[config.mk]
export PLATFORM = sky130hd
export DESIGN_NAME = cpuControlTop
export DESIGN_NICKNAME = d
export VERILOG_FILES = /design/src/rtl/cpuPkg.sv /design/src/rtl/cpuControlTop.sv /design/src/rtl/instrSequencer.sv /design/src/rtl/instrDecode.sv /design/src/rtl/statusFlags.sv /design/src/rtl/irqSync.sv
export SDC_FILE = /design/constraint.sdc
export NUM_CORES = 1
export LEC_CHECK = 0
export ABC_AREA = 1
export BUFFER_PORTS_ARGS = -buffer_cell sky130_fd_sc_hd__buf_2
export CORE_MARGIN = 5
export CORE_UTILIZATION = 30
export DETAILED_ROUTE_END_ITERATION = 12
export PLACE_DENSITY = 0.59
export SETUP_SLACK_MARGIN = 0.4
export SYNTH_ARGS = -nofsm -noshare
export SYNTH_HDL_FRONTEND = slang
export SYNTH_SLANG_ARGS = --single-unit
[constraint.sdc]
create_clock -name Clock -period 1.67 [get_ports Clock]
set_input_delay 0.167 -clock Clock [delete_from_list [all_inputs] [get_ports Clock]]
set_output_delay 0.167 -clock Clock [all_outputs]
set_load 0.01 [all_outputs]
[src/rtl/cpuPkg.sv]
// Control unit enums, opcode and condition encodings, status flag positions
`default_nettype none

package cpuPkg;

	// Major state of the sequencer
	typedef enum logic [1:0] {
		fetch          = 2'd0,
		execute        = 2'd1,
		interruptEntry = 2'd2
	} CpuState;

	// cycle4 is the execute or interrupt entry decision cycle
	typedef enum logic [2:0] {
		cycle0 = 3'd0,
		cycle1 = 3'd1,
		cycle2 = 3'd2,
		cycle3 = 3'd3,
		cycle4 = 3'd4
	} SubCycle;

	// Major opcode, bits 7 to 3 of the instruction byte
	typedef enum logic [4:0] {
		ADD       = 5'h00,
		ADC       = 5'h01,
		SUB       = 5'h02,
		SUC       = 5'h03,
		CMP       = 5'h04,
		CMPI      = 5'h05,
		AND       = 5'h06,
		OR        = 5'h07,
		XOR       = 5'h08,
		NOT       = 5'h09,
		NAND      = 5'h0a,
		NOR       = 5'h0b,
		LSL       = 5'h0c,
		LSR       = 5'h0d,
		ASR       = 5'h0e,
		NEG       = 5'h0f,
		LDW       = 5'h10,
		STW       = 5'h11,
		BRANCH    = 5'h12,
		INTERRUPT = 5'h13
	} Opcode;

	// Condition field, upper codes belong to the INTERRUPT group
	typedef enum logic [2:0] {
		BR   = 3'd0,
		BNE  = 3'd1,
		BE   = 3'd2,
		BLT  = 3'd3,
		BGE  = 3'd4,
		RETI = 3'd5,
		ENAI = 3'd6,
		DISI = 3'd7
	} BranchCode;

	typedef enum logic [2:0] {
		classAlu        = 3'd0,
		classLoad       = 3'd1,
		classStore      = 3'd2,
		classBranch     = 3'd3,
		classRetI       = 3'd4,
		classIntEnable  = 3'd5,
		classIntDisable = 3'd6,
		classNone       = 3'd7
	} InstrClass;

	// Next PC source
	typedef enum logic [1:0] {
		pcPlus1  = 2'd0,
		pcAluOut = 2'd1,
		pcSysBus = 2'd2,
		pcInt    = 2'd3
	} PcSelect;

	typedef enum logic {
		wdAlu = 1'b0,
		wdSys = 1'b1
	} WdSelect;

	// Status register layout
	localparam int FlagZ = 0;
	localparam int FlagC = 1;
	localparam int FlagV = 2;
	localparam int FlagN = 3;
	localparam int StatusWidth = 4;

endpackage

`default_nettype wire
[src/rtl/cpuControlTop.sv]
// Control unit top level with IRQ synchroniser, status flags, decoder and sequencer
`default_nettype none

module cpuControlTop #(
	parameter int IrqSyncStages = 2
) (
	input wire Clock,
	input wire nReset,
	input wire [7:0] OpcodeCondIn,
	input wire [cpuPkg::StatusWidth-1:0] Flags,
	input wire nIRQ,
	input wire nWait,
	output logic ALE,
	output logic nME,
	output logic nOE,
	output logic nWE,
	output logic MemEn,
	output logic ENB,
	output logic IrWe,
	output logic RegWe,
	output cpuPkg::WdSelect WdSel,
	output logic PcWe,
	output logic PcEn,
	output cpuPkg::PcSelect PcSel,
	output logic StatusRegWe,
	output logic [cpuPkg::StatusWidth-1:0] StatusReg,
	output logic CFlag
);

	cpuPkg::InstrClass instrClass;
	cpuPkg::BranchCode branchCode;
	logic writesReg;
	logic writesFlags;
	logic branchTaken;
	logic intReq;
	logic intEnable;
	logic intDisable;

	irqSync #(
		.IrqSyncStages(IrqSyncStages)
	) irqSync0 (
		.Clock(Clock),
		.nReset(nReset),
		.nIRQ(nIRQ),
		.IntEnable(intEnable),
		.IntDisable(intDisable),
		.IntReq(intReq)
	);

	statusFlags statusFlags0 (
		.Clock(Clock),
		.nReset(nReset),
		.Flags(Flags),
		.StatusWe(StatusRegWe),
		.Branch(branchCode),
		.StatusReg(StatusReg),
		.CFlag(CFlag),
		.BranchTaken(branchTaken)
	);

	instrDecode instrDecode0 (
		.OpcodeCondIn(OpcodeCondIn),
		.Class(instrClass),
		.WritesReg(writesReg),
		.WritesFlags(writesFlags),
		.Branch(branchCode)
	);

	// Status write strobe also goes straight out as StatusRegWe
	instrSequencer instrSequencer0 (
		.Clock(Clock),
		.nReset(nReset),
		.Class(instrClass),
		.WritesReg(writesReg),
		.WritesFlags(writesFlags),
		.BranchTaken(branchTaken),
		.IntReq(intReq),
		.nWait(nWait),
		.ALE(ALE),
		.nME(nME),
		.nOE(nOE),
		.nWE(nWE),
		.MemEn(MemEn),
		.ENB(ENB),
		.IrWe(IrWe),
		.RegWe(RegWe),
		.WdSel(WdSel),
		.PcWe(PcWe),
		.PcEn(PcEn),
		.PcSel(PcSel),
		.StatusWe(StatusRegWe),
		.IntEnable(intEnable),
		.IntDisable(intDisable)
	);

endmodule

`default_nettype wire

[src/rtl/instrSequencer.sv]
// State and sub-cycle FSM with memory strobes and datapath selects per sub-cycle
`default_nettype none

module instrSequencer (
	input wire Clock,
	input wire nReset,
	input wire cpuPkg::InstrClass Class,
	input wire WritesReg,
	input wire WritesFlags,
	input wire BranchTaken,
	input wire IntReq,
	input wire nWait,
	output logic ALE,
	output logic nME,
	output logic nOE,
	output logic nWE,
	output logic MemEn,
	output logic ENB,
	output logic IrWe,
	output logic RegWe,
	output cpuPkg::WdSelect WdSel,
	output logic PcWe,
	output logic PcEn,
	output cpuPkg::PcSelect PcSel,
	output logic StatusWe,
	output logic IntEnable,
	output logic IntDisable
);

	cpuPkg::CpuState state;
	cpuPkg::CpuState nextState;
	cpuPkg::SubCycle subCycle;
	cpuPkg::SubCycle nextSubCycle;
	logic multiCycle;
	logic instrDone;

	// Load, store and RetI need a memory cycle after cycle4
	assign multiCycle = (Class == cpuPkg::classLoad) || (Class == cpuPkg::classStore) ||
		(Class == cpuPkg::classRetI);
	assign instrDone = (state == cpuPkg::execute) && ((subCycle == cpuPkg::cycle3) ||
		((subCycle == cpuPkg::cycle4) && !multiCycle));

	always_ff @(posedge Clock or negedge nReset) begin
		if (!nReset) begin
			state <= cpuPkg::fetch;
			subCycle <= cpuPkg::cycle0;
		end else begin
			state <= nextState;
			subCycle <= nextSubCycle;
		end
	end

	always_comb begin
		nextState = state;
		nextSubCycle = subCycle;
		case (subCycle)
			cpuPkg::cycle0: nextSubCycle = cpuPkg::cycle1;
			cpuPkg::cycle1: nextSubCycle = cpuPkg::cycle2;
			// Memory cycle frozen while nWait is low
			cpuPkg::cycle2: begin
				if (nWait) begin
					nextSubCycle = cpuPkg::cycle3;
				end
			end
			cpuPkg::cycle3: begin
				if (state == cpuPkg::fetch) begin
					nextState = cpuPkg::execute;
					nextSubCycle = cpuPkg::cycle4;
				end else if (state == cpuPkg::interruptEntry) begin
					nextState = cpuPkg::fetch;
					nextSubCycle = cpuPkg::cycle0;
				end
			end
			cpuPkg::cycle4: nextSubCycle = cpuPkg::cycle0;
			default: begin
				nextState = cpuPkg::fetch;
				nextSubCycle = cpuPkg::cycle0;
			end
		endcase
		// Instruction boundary, interrupt entry takes priority over fetch
		if (instrDone) begin
			if (IntReq) begin
				nextState = cpuPkg::interruptEntry;
				nextSubCycle = cpuPkg::cycle4;
			end else begin
				nextState = cpuPkg::fetch;
				nextSubCycle = cpuPkg::cycle0;
			end
		end
	end

	always_comb begin
		// Idle strobes
		ALE = 1'b0;
		nME = 1'b1;
		nOE = 1'b1;
		nWE = 1'b1;
		MemEn = 1'b0;
		ENB = 1'b0;
		IrWe = 1'b0;
		RegWe = 1'b0;
		WdSel = cpuPkg::wdAlu;
		PcWe = 1'b0;
		PcEn = 1'b0;
		PcSel = cpuPkg::pcPlus1;
		StatusWe = 1'b0;
		IntEnable = 1'b0;
		IntDisable = 1'b0;
		case (state)
			cpuPkg::fetch: begin
				case (subCycle)
					cpuPkg::cycle0: begin
						ALE = 1'b1;
						PcEn = 1'b1;
					end
					cpuPkg::cycle1: begin
						nME = 1'b0;
						nOE = 1'b0;
						PcEn = 1'b1;
					end
					cpuPkg::cycle2: begin
						nME = 1'b0;
						nOE = 1'b0;
						MemEn = 1'b1;
						ENB = 1'b1;
						IrWe = nWait;
					end
					default: ;
				endcase
			end
			cpuPkg::execute: begin
				case (subCycle)
					cpuPkg::cycle4: begin
						// Single cycle instructions step the PC here
						PcWe = !multiCycle;
						case (Class)
							cpuPkg::classAlu: begin
								RegWe = WritesReg;
								StatusWe = WritesFlags;
							end
							cpuPkg::classBranch: begin
								if (BranchTaken) begin
									PcSel = cpuPkg::pcAluOut;
								end
							end
							cpuPkg::classIntEnable: IntEnable = 1'b1;
							cpuPkg::classIntDisable: IntDisable = 1'b1;
							default: ;
						endcase
					end
					cpuPkg::cycle0: ALE = 1'b1;
					cpuPkg::cycle1: begin
						nME = 1'b0;
						nOE = (Class == cpuPkg::classStore);
					end
					cpuPkg::cycle2: begin
						nME = 1'b0;
						PcWe = nWait;
						if (Class != cpuPkg::classStore) begin
							nOE = 1'b0;
							MemEn = 1'b1;
							ENB = 1'b1;
						end
						if (Class == cpuPkg::classLoad) begin
							RegWe = nWait;
							WdSel = cpuPkg::wdSys;
						end
						if (Class == cpuPkg::classRetI) begin
							PcSel = cpuPkg::pcSysBus;
						end
					end
					cpuPkg::cycle3: begin
						// Store write strobe
						if (Class == cpuPkg::classStore) begin
							nME = 1'b0;
							nWE = 1'b0;
						end
					end
					default: ;
				endcase
			end
			cpuPkg::interruptEntry: begin
				case (subCycle)
					cpuPkg::cycle4: IntDisable = 1'b1;
					cpuPkg::cycle0: ALE = 1'b1;
					cpuPkg::cycle1: nME = 1'b0;
					cpuPkg::cycle2: begin
						nME = 1'b0;
						PcEn = 1'b1;
					end
					// Return PC written out, vector loaded
					cpuPkg::cycle3: begin
						nME = 1'b0;
						nWE = 1'b0;
						PcEn = 1'b1;
						PcWe = 1'b1;
						PcSel = cpuPkg::pcInt;
					end
					default: ;
				endcase
			end
			default: ;
		endcase
	end

endmodule

`default_nettype wire

[src/rtl/instrDecode.sv]
// Opcode and condition split, instruction class and register and flag write needs
`default_nettype none

module instrDecode (
	input wire [7:0] OpcodeCondIn,
	output cpuPkg::InstrClass Class,
	output logic WritesReg,
	output logic WritesFlags,
	output cpuPkg::BranchCode Branch
);

	cpuPkg::Opcode opcode;
	logic isAlu;

	assign opcode = cpuPkg::Opcode'(OpcodeCondIn[7:3]);
	assign Branch = cpuPkg::BranchCode'(OpcodeCondIn[2:0]);

	// ALU operations, compares only touch the flags
	always_comb begin
		isAlu = 1'b0;
		WritesReg = 1'b0;
		case (opcode)
			cpuPkg::CMP, cpuPkg::CMPI: begin
				isAlu = 1'b1;
			end
			cpuPkg::ADD, cpuPkg::ADC, cpuPkg::SUB, cpuPkg::SUC,
			cpuPkg::AND, cpuPkg::OR, cpuPkg::XOR, cpuPkg::NOT,
			cpuPkg::NAND, cpuPkg::NOR, cpuPkg::LSL, cpuPkg::LSR,
			cpuPkg::ASR, cpuPkg::NEG: begin
				isAlu = 1'b1;
				WritesReg = 1'b1;
			end
			default: begin
				isAlu = 1'b0;
				WritesReg = 1'b0;
			end
		endcase
	end

	assign WritesFlags = isAlu;

	always_comb begin
		Class = cpuPkg::classNone;
		if (isAlu) begin
			Class = cpuPkg::classAlu;
		end else begin
			case (opcode)
				cpuPkg::LDW: Class = cpuPkg::classLoad;
				cpuPkg::STW: Class = cpuPkg::classStore;
				cpuPkg::BRANCH: begin
					if (Branch inside {cpuPkg::BR, cpuPkg::BNE, cpuPkg::BE,
							cpuPkg::BLT, cpuPkg::BGE}) begin
						Class = cpuPkg::classBranch;
					end
				end
				// Interrupt group sorted by its condition field
				cpuPkg::INTERRUPT: begin
					case (Branch)
						cpuPkg::RETI: Class = cpuPkg::classRetI;
						cpuPkg::ENAI: Class = cpuPkg::classIntEnable;
						cpuPkg::DISI: Class = cpuPkg::classIntDisable;
						default:      Class = cpuPkg::classNone;
					endcase
				end
				default: Class = cpuPkg::classNone;
			endcase
		end
	end

endmodule

`default_nettype wire

[src/rtl/statusFlags.sv]
// Status register with ALU flag load, carry output and branch condition evaluation
`default_nettype none

module statusFlags (
	input wire Clock,
	input wire nReset,
	input wire [cpuPkg::StatusWidth-1:0] Flags,
	input wire StatusWe,
	input wire cpuPkg::BranchCode Branch,
	output logic [cpuPkg::StatusWidth-1:0] StatusReg,
	output logic CFlag,
	output logic BranchTaken
);

	logic signMismatch;

	always_ff @(posedge Clock or negedge nReset) begin
		if (!nReset) begin
			StatusReg <= '0;
		end else if (StatusWe) begin
			StatusReg <= Flags;
		end
	end

	assign CFlag = StatusReg[cpuPkg::FlagC];

	// Signed less than when N and V disagree
	assign signMismatch = StatusReg[cpuPkg::FlagN] ^ StatusReg[cpuPkg::FlagV];

	always_comb begin
		case (Branch)
			cpuPkg::BR:  BranchTaken = 1'b1;
			cpuPkg::BNE: BranchTaken = !StatusReg[cpuPkg::FlagZ];
			cpuPkg::BE:  BranchTaken = StatusReg[cpuPkg::FlagZ];
			cpuPkg::BLT: BranchTaken = signMismatch;
			cpuPkg::BGE: BranchTaken = !signMismatch;
			// interrupt group codes never branch
			default:     BranchTaken = 1'b0;
		endcase
	end

endmodule

`default_nettype wire

[src/rtl/irqSync.sv]
// nIRQ synchroniser chain and interrupt enable latch producing the interrupt request
`default_nettype none

module irqSync #(
	parameter int IrqSyncStages = 2
) (
	input wire Clock,
	input wire nReset,
	input wire nIRQ,
	input wire IntEnable,
	input wire IntDisable,
	output logic IntReq
);

	logic [IrqSyncStages-1:0] syncChain;
	logic intEnabled;

	always_ff @(posedge Clock or negedge nReset) begin
		if (!nReset) begin
			syncChain <= '0;
			intEnabled <= 1'b0;
		end else begin
			// Request is active high inside the chain
			syncChain[0] <= ~nIRQ;
			for (int i = 1; i < IrqSyncStages; i++) begin
				syncChain[i] <= syncChain[i-1];
			end
			// disable wins if both arrive together
			if (IntDisable) begin
				intEnabled <= 1'b0;
			end else if (IntEnable) begin
				intEnabled <= 1'b1;
			end
		end
	end

	assign IntReq = syncChain[IrqSyncStages-1] & intEnabled;

endmodule

`default_nettype wire

; Word-level counts from Yosys, hierarchy flattened
; Cells that the tools add are included.
[classes]
addsub = 0
n_mul = 0
div_mod_pow = 0
magnitude_cmp = 0
n_eq_ne = 42
n_shift = 0
mux = 68
bitwise_logic = 3
reduce_logical = 25
[op_table]
columns = cell, n
row1 = "equality test 5 x 4 -> 1 bit, second input constant", 8
row2 = 2-to-1 mux 1 bit, 36
row3 = "equality test 3 bit, second input constant", 8
row4 = case mux 3 bit (4 select lines), 2
row5 = 2-to-1 mux 3 bit, 7
row6 = "equality test 5 x 3 -> 1 bit, second input constant", 4
row7 = "equality test 5 bit, second input constant", 4
row8 = case mux 1 bit (2 select lines), 10
row9 = "equality test 3 x 2 -> 1 bit, second input constant", 6
row10 = OR reduction 16 bit, 1
row11 = 2-to-1 mux 2 bit, 7
row12 = OR reduction 14 bit, 1
row13 = case mux 2 bit (2 select lines), 3
row14 = "equality test 5 x 2 -> 1 bit, second input constant", 2
row15 = "equality test 3 x 1 -> 1 bit, second input constant", 3
row16 = zero test 3 bit, 3
row17 = "!= test 3 x 2 -> 1 bit, second input constant", 2
row18 = case mux 2 bit (3 select lines), 1
row19 = OR reduction 2 bit, 3
row20 = OR reduction 3 bit, 2
row21 = "equality test 5 x 1 -> 1 bit, second input constant", 1
row22 = zero test 5 bit, 1
row23 = case mux 1 bit (5 select lines), 1
row24 = nonzero test 5 bit, 1
row25 = other kinds (15), 21
[totals]
regBits = 12
latchBits = 0
mem_bits_rw = 0
mem_bits_ro = 0
in_bits = 16
out_inout_bits = 19
elab_cells = 143
mem_count = 0

; Logic depth before layout (Yosys ltp)
; Gate-level depths: netlist (run 1).
[logic_depth]
depth_word = 14
depth_mapped = 13
depth_no_buf = 13

; Cells and area by module
; A second synthesis (run 1) with hierarchy kept.
[hier_totals]
cells_unflattened = 159
area_unflattened_um2 = 1011.0
[by_module_without_submodules]
columns = module, n_inst, cells_per_inst, area_per_inst_um2, seq_area_each_um2
row1 = instrSequencer, 1, 95, 563.0, 125.1
row2 = statusFlags, 1, 27, 211.5, 100.1
row3 = instrDecode, 1, 29, 142.6, 0.0
row4 = irqSync, 1, 8, 93.8, 75.1

; Worst setup path after synthesis (run 1)
; No wires, ideal clock.
[synth_path]
path_kind = reg-to-output
startpoint = register instrSequencer0.state[1]
endpoint = output PcSel[0]
t_arrival_ps = 1453
t_required_ps = 1503
setup_slack_ps = 50
stages_incl_launch_ff = 10
n_path_buf = 1
path_cell_list = dfrtp_1 -> inv_1 -> ha_1 -> buf_4 -> inv_1 -> nor2_1 -> nand2_1 -> nor3_2 -> o2111ai_1 -> a21oi_1
[synth_between]
elab_chain_len = 2
elab_cells_between_ends = 3
cone_classes = eq/ne (2) / mux (1)
[synth_rtl]
columns = item, line_no
row1 = from (decl), instrSequencer.sv:30  ; cpuPkg::CpuState state;
row2 = from (signal assigned), instrSequencer.sv:45  ; state <= cpuPkg::fetch;
row3 = from (signal assigned), instrSequencer.sv:48  ; state <= nextState;
row4 = equality test 2 bit or equality test 2 x 1 -> 1 bit (tied branches), instrSequencer.sv:109  ; case (state)
row5 = case mux 2 bit (2 select lines) *, instrSequencer.sv:109
row6 = to (decl), cpuControlTop.sv:24  ; output cpuPkg::PcSelect PcSel,
; Mark *: on every way between the ends. The rest lies on a longest branch, timed or not.

; Final worst setup path (run 1)
[layout_path]
startpoint = register instrSequencer0.state[1]
endpoint = output nME
[layout_between]
elab_chain_len = 2
elab_cells_between_ends = 4
cone_classes = eq/ne (2) / mux (1) / reduce/logical (1)
[layout_rtl]
columns = item, line_no
row1 = "equality test 2 bit, or another cell as far along", instrSequencer.sv:109
row2 = case mux 1 bit (3 select lines) *, instrSequencer.sv:109
row3 = to (decl), cpuControlTop.sv:14  ; output logic nME,
; Marks and branches as above.

==> results.json, run 1 <==
{
  "p_per_area_nw_per_um2": 1399,
  "worst_pin_slew_ns": 0.2671,
  "grt_antenna_before_repair": 0,
  "max_stage_delay_ns": 0.39,
  "avgRoutedWirePerCell_microns": 14.05,
  "crit_family": "buffers and inverters",
  "max-cap-violations": 0,
  "fp.dieArea_sq_um": 4807,
  "grt_pass1_vias": 1233,
  "netlist_instances": 144,
  "drt_wl_total_microns": 3667,
  "yosysSeqAreaShare": 0.2844,
  "leakage_nw": 0.8668,
  "multi_input_area_sq_um": 847.1,
  "drv_slew": 0,
  "cts_tree": "done",
  "drc": 0,
  "synth_area_per_cell_sq_um": 7.333,
  "setup_viol": 9,
  "synth_edf_count": 0,
  "clockRootBuffer": "clkbuf_4",
  "crit_arrival_ns": 1.78,
  "placementRows": 21,
  "fin_util": 0.5536,
  "yosysUniqueCellTypes": 29,
  "reg2reg_from": "instrSequencer0.state[1]",
  "critical_path_class": "register to primary output",
  "timing.fmax_ghz": 0.5136,
  "peakVddDrop_uv": 690.2,
  "fin_nets": 236,
  "finalCritPeriodShare": 1.166,
  "synth_seq_cells": 12,
  "violations": "negative setup slack",
  "clock_sinks": 12,
  "cp.buffers_inverters": 5,
  "vias": 1244,
  "status": "complete, but fails checks",
  "fin_ws_ns": -0.2772,
  "antenna_left": 0,
  "n_antenna_cell": 0,
  "crit_path_max_fanout": 2,
  "fin_crit_ns": 1.947,
  "clockBufferDepth": 2,
  "grt_pass1_wl_microns": 5361,
  "maxSlewHeadroom": 0.8220,
  "io_buffers": 34,
  "place_inst": 223,
  "start_util": 0.3140,
  "drt-initial-drc-count": 60,
  "first_pass_iters": 4,
  "ys_warn_count": 0,
  "htreeDepth": 1,
  "holdWs_ns": 0.03233,
  "total_power_mw": 2.605,
  "clk_latency_ns": 0.26,
  "fin_cells": 261,
  "hpwlAfterDp_microns": 2109,
  "regArea_sq_um": 301.5,
  "synth_ff_type": "dfrtp_1",
  "path_common_cell": "buf_4",
  "globalRoute.totalOverflow": 0,
  "required_ns": 1.50,
  "rsz0062_at_grt": "yes",
  "hp-start": "nIRQ",
  "area_growth_pct": 76.30,
  "top_level_ports": 35,
  "worstRegToRegCells": 11,
  "skew_ns": 0.001273,
  "clk_pin_slew_ns": 0.07,
  "cts_buffers": 3,
  "r2r-end": "instrSequencer0.state[1]",
  "path_cells": "buf_4, buf_4, buf_6, ha_4, inv_4, nor2_2, o21ai_1, nand3b_1, buf_2",
  "worstSetupStartpointType": "register",
  "die_x_microns": 69.33,
  "regToRegSetupSlack_ns": 0.02,
  "async_reset_ff_frac": 1.000,
  "synthesis.nets": 164,
  "crit_slowest_cell": "dfrtp_1",
  "core_sq_um": 3363,
  "final_hold_viol_count": 0,
  "grt_max_degree": 13,
  "syn_area_sq_um": 1056,
  "hold_path_class": "primary input to register",
  "grt_util_all_layers": 0.1315,
  "vias_per_cell": 4.766,
  "hold_depth": 2,
  "drive_gt1_frac": 0.6698,
  "min_to": "irqSync0.syncChain[0]",
  "gp_congestion": 0.8375,
  "worst_setup_path_end_kind": "primary output",
  "fillers": 297,
  "die_h_microns": 69.33,
  "setup_tns_ns": -1.071
}
[worst reg2reg max path, cell delays in order (launching register included)]
cell and delay (ns):
dfrtp_1 0.39, buf_4 0.15, buf_4 0.13, buf_6 0.12, ha_4 0.17, inv_4 0.06
buf_6 0.10, nand4_1 0.13, buf_4 0.19, nand2_2 0.07, nand2_1 0.05, nand2_1 0.05
[worst max path at each step]
stage	cells after the start	start	to	slack, ns
final	9	instrSequencer0.state[1]	nME	-0.28
after global routing	9	instrSequencer0.state[1]	nME	-0.33
after CTS	9	instrSequencer0.state[1]	PcSel[0]	-0.14
after detailed placement	9	instrSequencer0.state[1]	PcSel[0]	0.05
after global placement	9	instrSequencer0.state[1]	PcSel[0]	0.10
after floorplan	6	instrSequencer0.state[1]	statusFlags0.StatusReg[0]	0.10
[synthesized netlist by cell type (2+ instances only)]
library cell | number | share of area
nand3_2 | 2 | 0.019
nand2_1 | 31 | 0.11
inv_1 | 18 | 0.064
inv_2 | 4 | 0.014
a31oi_1 | 4 | 0.024
nand4_1 | 3 | 0.018
nor2_4 | 4 | 0.043
nand3_1 | 6 | 0.028
a21oi_1 | 7 | 0.033
o21ai_0 | 8 | 0.038
buf_4 | 3 | 0.021
nor2_1 | 13 | 0.046
nor2_2 | 3 | 0.018
dfrtp_1 | 12 | 0.28
nand2_2 | 4 | 0.024
nor3_4 | 2 | 0.031
mux2_2 | 4 | 0.043
o21ai_1 | 2 | 0.0095
ha_1 | 4 | 0.047
[power breakdown]
group / leakage [nW] / switching (mW) / internal [mW] / total (mW)
logic: 0.701 / 0.992 / 0.934 / 1.93
clock network: 0.0150 / 0.0862 / 0.0923 / 0.179
registers: 0.151 / 0.109 / 0.390 / 0.500
total: 0.867 / 1.19 / 1.42 / 2.60
[metal layers]
metal	track usage	vias up	wire length (microns)
met4	0.06074	0	44
met5	0	-	0
li1	-	610	-
met3	0.02319	6	180
met1	0.1645	585	1494
met2	0.2182	43	1947
[through the flow]
step                instance area, sq um  setup slack [ns]
CTS                                 1617           -0.1432
finish                              1862           -0.2772
floorplan                           1076            0.1036
global placement                    1289            0.1018
detailed placement                  1289           0.05493
global route                        1862           -0.3319
[timing repair]
action,4_1_cts,5_1_grt
buffers inserted,21,12
resized for setup,41,38
pin swaps,14,21
hold endpoints to repair,12,0
setup endpoints to repair,24,24
hold buffers,1,0
[flip-flops by register name, indices dropped and copies added, names as in the netlist]
register / cells
statusFlags0.StatusReg: 4
instrSequencer0.subCycle: 3
instrSequencer0.state: 2
irqSync0.syncChain: 2
irqSync0.intEnabled: 1
[cell families after synthesis]
| logic type | Yosys count | share of synthesized area |
|---|---|---|
| AND/OR/NAND/NOR | 74 | 0.3863 |
| flip-flops | 12 | 0.2844 |
| XOR/XNOR | 1 | 0.008295 |
| buffers and inverters | 26 | 0.1102 |
| AO/OA/AOI/OAI | 23 | 0.1209 |
| multiplexers | 4 | 0.04265 |
| adder cells (fa/ha/maj) | 4 | 0.04740 |
[layout make-up]
cell class	count	area share
tap	46	0.03091
timing repair buffer	71	0.2843
multi-input combinational	106	0.4550
clock buffer	4	0.01411
inverter	22	0.05376
sequential	12	0.1620
[layout by cell type, fill, tap and decap left out, types with 7 or more instances in the layout]
cell	n
buf_4	19
inv_2	10
nand2_1	23
buf_2	33
buf_6	17
nor2_4	7
dfrtp_1	11
inv_1	7
nor2_1	8
nand2_2	11
No activity file was read; power rests on OpenSTA's default activity.
==> inputs of run 2 (changes only) <==
--- a/config.mk
+++ b/config.mk
@@ -12,6 +12,7 @@
 export DETAILED_ROUTE_END_ITERATION = 12
 export PLACE_DENSITY = 0.59
 export SETUP_SLACK_MARGIN = 0.4
+export SKIP_LAST_GASP = 1
 export SYNTH_ARGS = -nofsm -noshare
 export SYNTH_HDL_FRONTEND = slang
 export SYNTH_SLANG_ARGS = --single-unit
==> run 2 against run 1 <==
The run still ends with negative setup slack left. Clock skew increased by 0.0016 ns. Register-to-register slack lost 0.11 ns. Die area unchanged. Cell count unchanged. Sequential power about the same. Sequential cell count unchanged. Critical path depth is the same. Core utilization is 0.78 points lower. First-iteration DRC count grew 8.3%. Count of clock-buffer cells in the layout unchanged. Non-clock buffer count did not move. Critical endpoint unchanged. Largest cell class unchanged.
==> results.json, run 2 (synthesis gave the netlist of run 1 again) <==
{
  "top_level_ports": 35,
  "drt-initial-drc-count": 65,
  "clk_pin_slew_ns": 0.07,
  "regMostFlops": "statusFlags0.StatusReg",
  "grt_util_all_layers": 0.1300,
  "cts_tree": "done",
  "fin_ws_ns": -0.1695,
  "grt_pass1_wl_microns": 5292,
  "crit_arrival_ns": 1.67,
  "finalCritPeriodShare": 1.101,
  "vias_per_cell": 4.801,
  "path_cells": "buf_4, buf_4, buf_6, ha_4, inv_4, nor2_2, o21ai_1, nand3b_1, buf_2",
  "drv_slew": 0,
  "clockBufferDepth": 2,
  "crit_slowest_cell": "dfrtp_1",
  "grt_antenna_before_repair": 0,
  "p_per_area_nw_per_um2": 1377,
  "drive_gt1_frac": 0.6651,
  "drc": 0,
  "skew_ns": 0.002855,
  "place_ws_ns": 0.05493,
  "maxSlewHeadroom": 0.7560,
  "clock_sinks": 12,
  "critical_path_class": "register to primary output",
  "timing.fmax_ghz": 0.5436,
  "die_x_microns": 69.33,
  "hold_path_class": "primary input to register",
  "setup_tns_ns": -1.432,
  "leakage_nw": 0.8627,
  "grt_pass1_vias": 1214,
  "largest_reg_flops": 4,
  "fp.dieArea_sq_um": 4807,
  "fin_nets": 236,
  "vias": 1253,
  "cts_buffers": 3,
  "path_common_cell": "buf_4",
  "max-cap-violations": 0,
  "total_power_mw": 2.528,
  "die_h_microns": 69.33,
  "worst_setup_path_end_kind": "primary output",
  "fin_crit_ns": 1.839,
  "peakVddDrop_uv": 633.4,
  "area_growth_pct": 73.82,
  "fin_cells": 261,
  "final_hold_viol_count": 0,
  "required_ns": 1.50,
  "violations": "negative setup slack",
  "final_common_cell": "buf_2",
  "clockRootBuffer": "clkbuf_4",
  "grt_max_degree": 13,
  "io_buffers": 34,
  "crit_path_max_fanout": 2,
  "place_inst": 223,
  "hpwlAfterDp_microns": 2109,
  "mostFrequentLayoutCells": "buf_2, nand2_1, buf_4, buf_6",
  "n_antenna_cell": 0,
  "reg_top3": "statusFlags0.StatusReg x4, instrSequencer0.subCycle x3",
  "drt_wl_total_microns": 3525,
  "crit_family": "buffers and inverters",
  "clk_latency_ns": 0.26,
  "start_util": 0.3140,
  "core_sq_um": 3363,
  "htreeDepth": 1,
  "placementRows": 21,
  "antenna_left": 0,
  "max_stage_delay_ns": 0.39,
  "avgRoutedWirePerCell_microns": 13.51,
  "rsz0062_at_grt": "yes",
  "first_pass_iters": 4,
  "status": "complete, but fails checks",
  "cp.buffers_inverters": 5,
  "worst_pin_slew_ns": 0.3621,
  "globalRoute.totalOverflow": 0,
  "gp_congestion": 0.8375,
  "setup_viol": 15,
  "worstSetupStartpointType": "register"
}
==> run 2: cell types whose count changed in the layout (fill, tap and decap cells not counted) <==
cell | previous run | this run
inv_4 | 3 | 2
inv_6 | 2 | 1
inv_2 | 10 | 11
buf_6 | 17 | 14
o21ai_0 | 2 | 3
inv_1 | 7 | 8
a21oi_2 | 4 | 5
buf_4 | 19 | 22
a21oi_4 | 1 | 0
o21ai_1 | 4 | 3
==> run 2: worst reg2reg max path, delay by kind of cell, from the launching register on <==
family,cells,cell delay [ns]
mux,1,0.29
flops,1,0.41
simple gates,2,0.28
buf+inv,5,0.67
==> run 2: per-layer routing <==
| layer | GRT usage | vias up | wire [microns] |
|---|---|---|---|
| met3 | 0.02029 | 12 | 209 |
| met5 | 0 | - | 0 |
| met2 | 0.2140 | 50 | 1755 |
| met1 | 0.1645 | 580 | 1447 |
| met4 | 0.06291 | 0 | 112 |
| li1 | - | 611 | - |
==> run 2: layout make-up <==
cell class,count,area (sq um)
fillers,295,1528
multi-input cells,106,839.6
inverters,22,92.59
well taps,46,57.56
clock buffers,4,26.28
repair buffers,71,518.0
flip-flops and latches,12,301.5
==> run 2: final timing paths <==
check,start,end,slack (ns),cells after the start
min in group asynchronous,nReset,irqSync0.syncChain[0],0.30,2
max in group asynchronous,nReset,instrSequencer0.subCycle[2],1.14,2
setup reg to reg,instrSequencer0.subCycle[1],statusFlags0.StatusReg[0],-0.09,8
hold reg to reg,irqSync0.syncChain[0],irqSync0.syncChain[1],0.36,0
hold / removal,nIRQ,irqSync0.syncChain[0],0.03,2
setup / recovery,instrSequencer0.state[1],nME,-0.17,9
==> run 2: report_power, final <==
group,total [mW],switching [mW],internal [mW],leakage (nW)
clock network,0.180,0.0877,0.0924,0.0150
registers,0.502,0.111,0.390,0.151
logic,1.85,0.945,0.901,0.697
total,2.53,1.14,1.38,0.863
==> run 2: stage by stage <==
| stage | hold slack, ns | cell area [sq um] | util |
|---|---|---|---|
| after CTS | 0.01930 | 1599 | 0.4754 |
| after detailed placement | 0.05785 | 1289 | 0.3832 |
| after global placement | 0.05750 | 1289 | 0.3832 |
| after floorplan | -0.1286 | 1076 | - |
| final | 0.03034 | 1836 | 0.5458 |
| after global routing | 0.02118 | 1836 | 0.5458 |
==> run 2: what timing repair did <==
| item | in CTS | in global routing |
|---|---|---|
| pin swaps | 13 | 21 |
| endpoints found under the hold margin | 12 | 0 |
| resized for setup | 38 | 32 |
| setup endpoints to repair | 24 | 24 |
| gates cloned | 0 | 0 |
| hold buffers | 1 | 0 |
| buffers inserted | 21 | 12 |
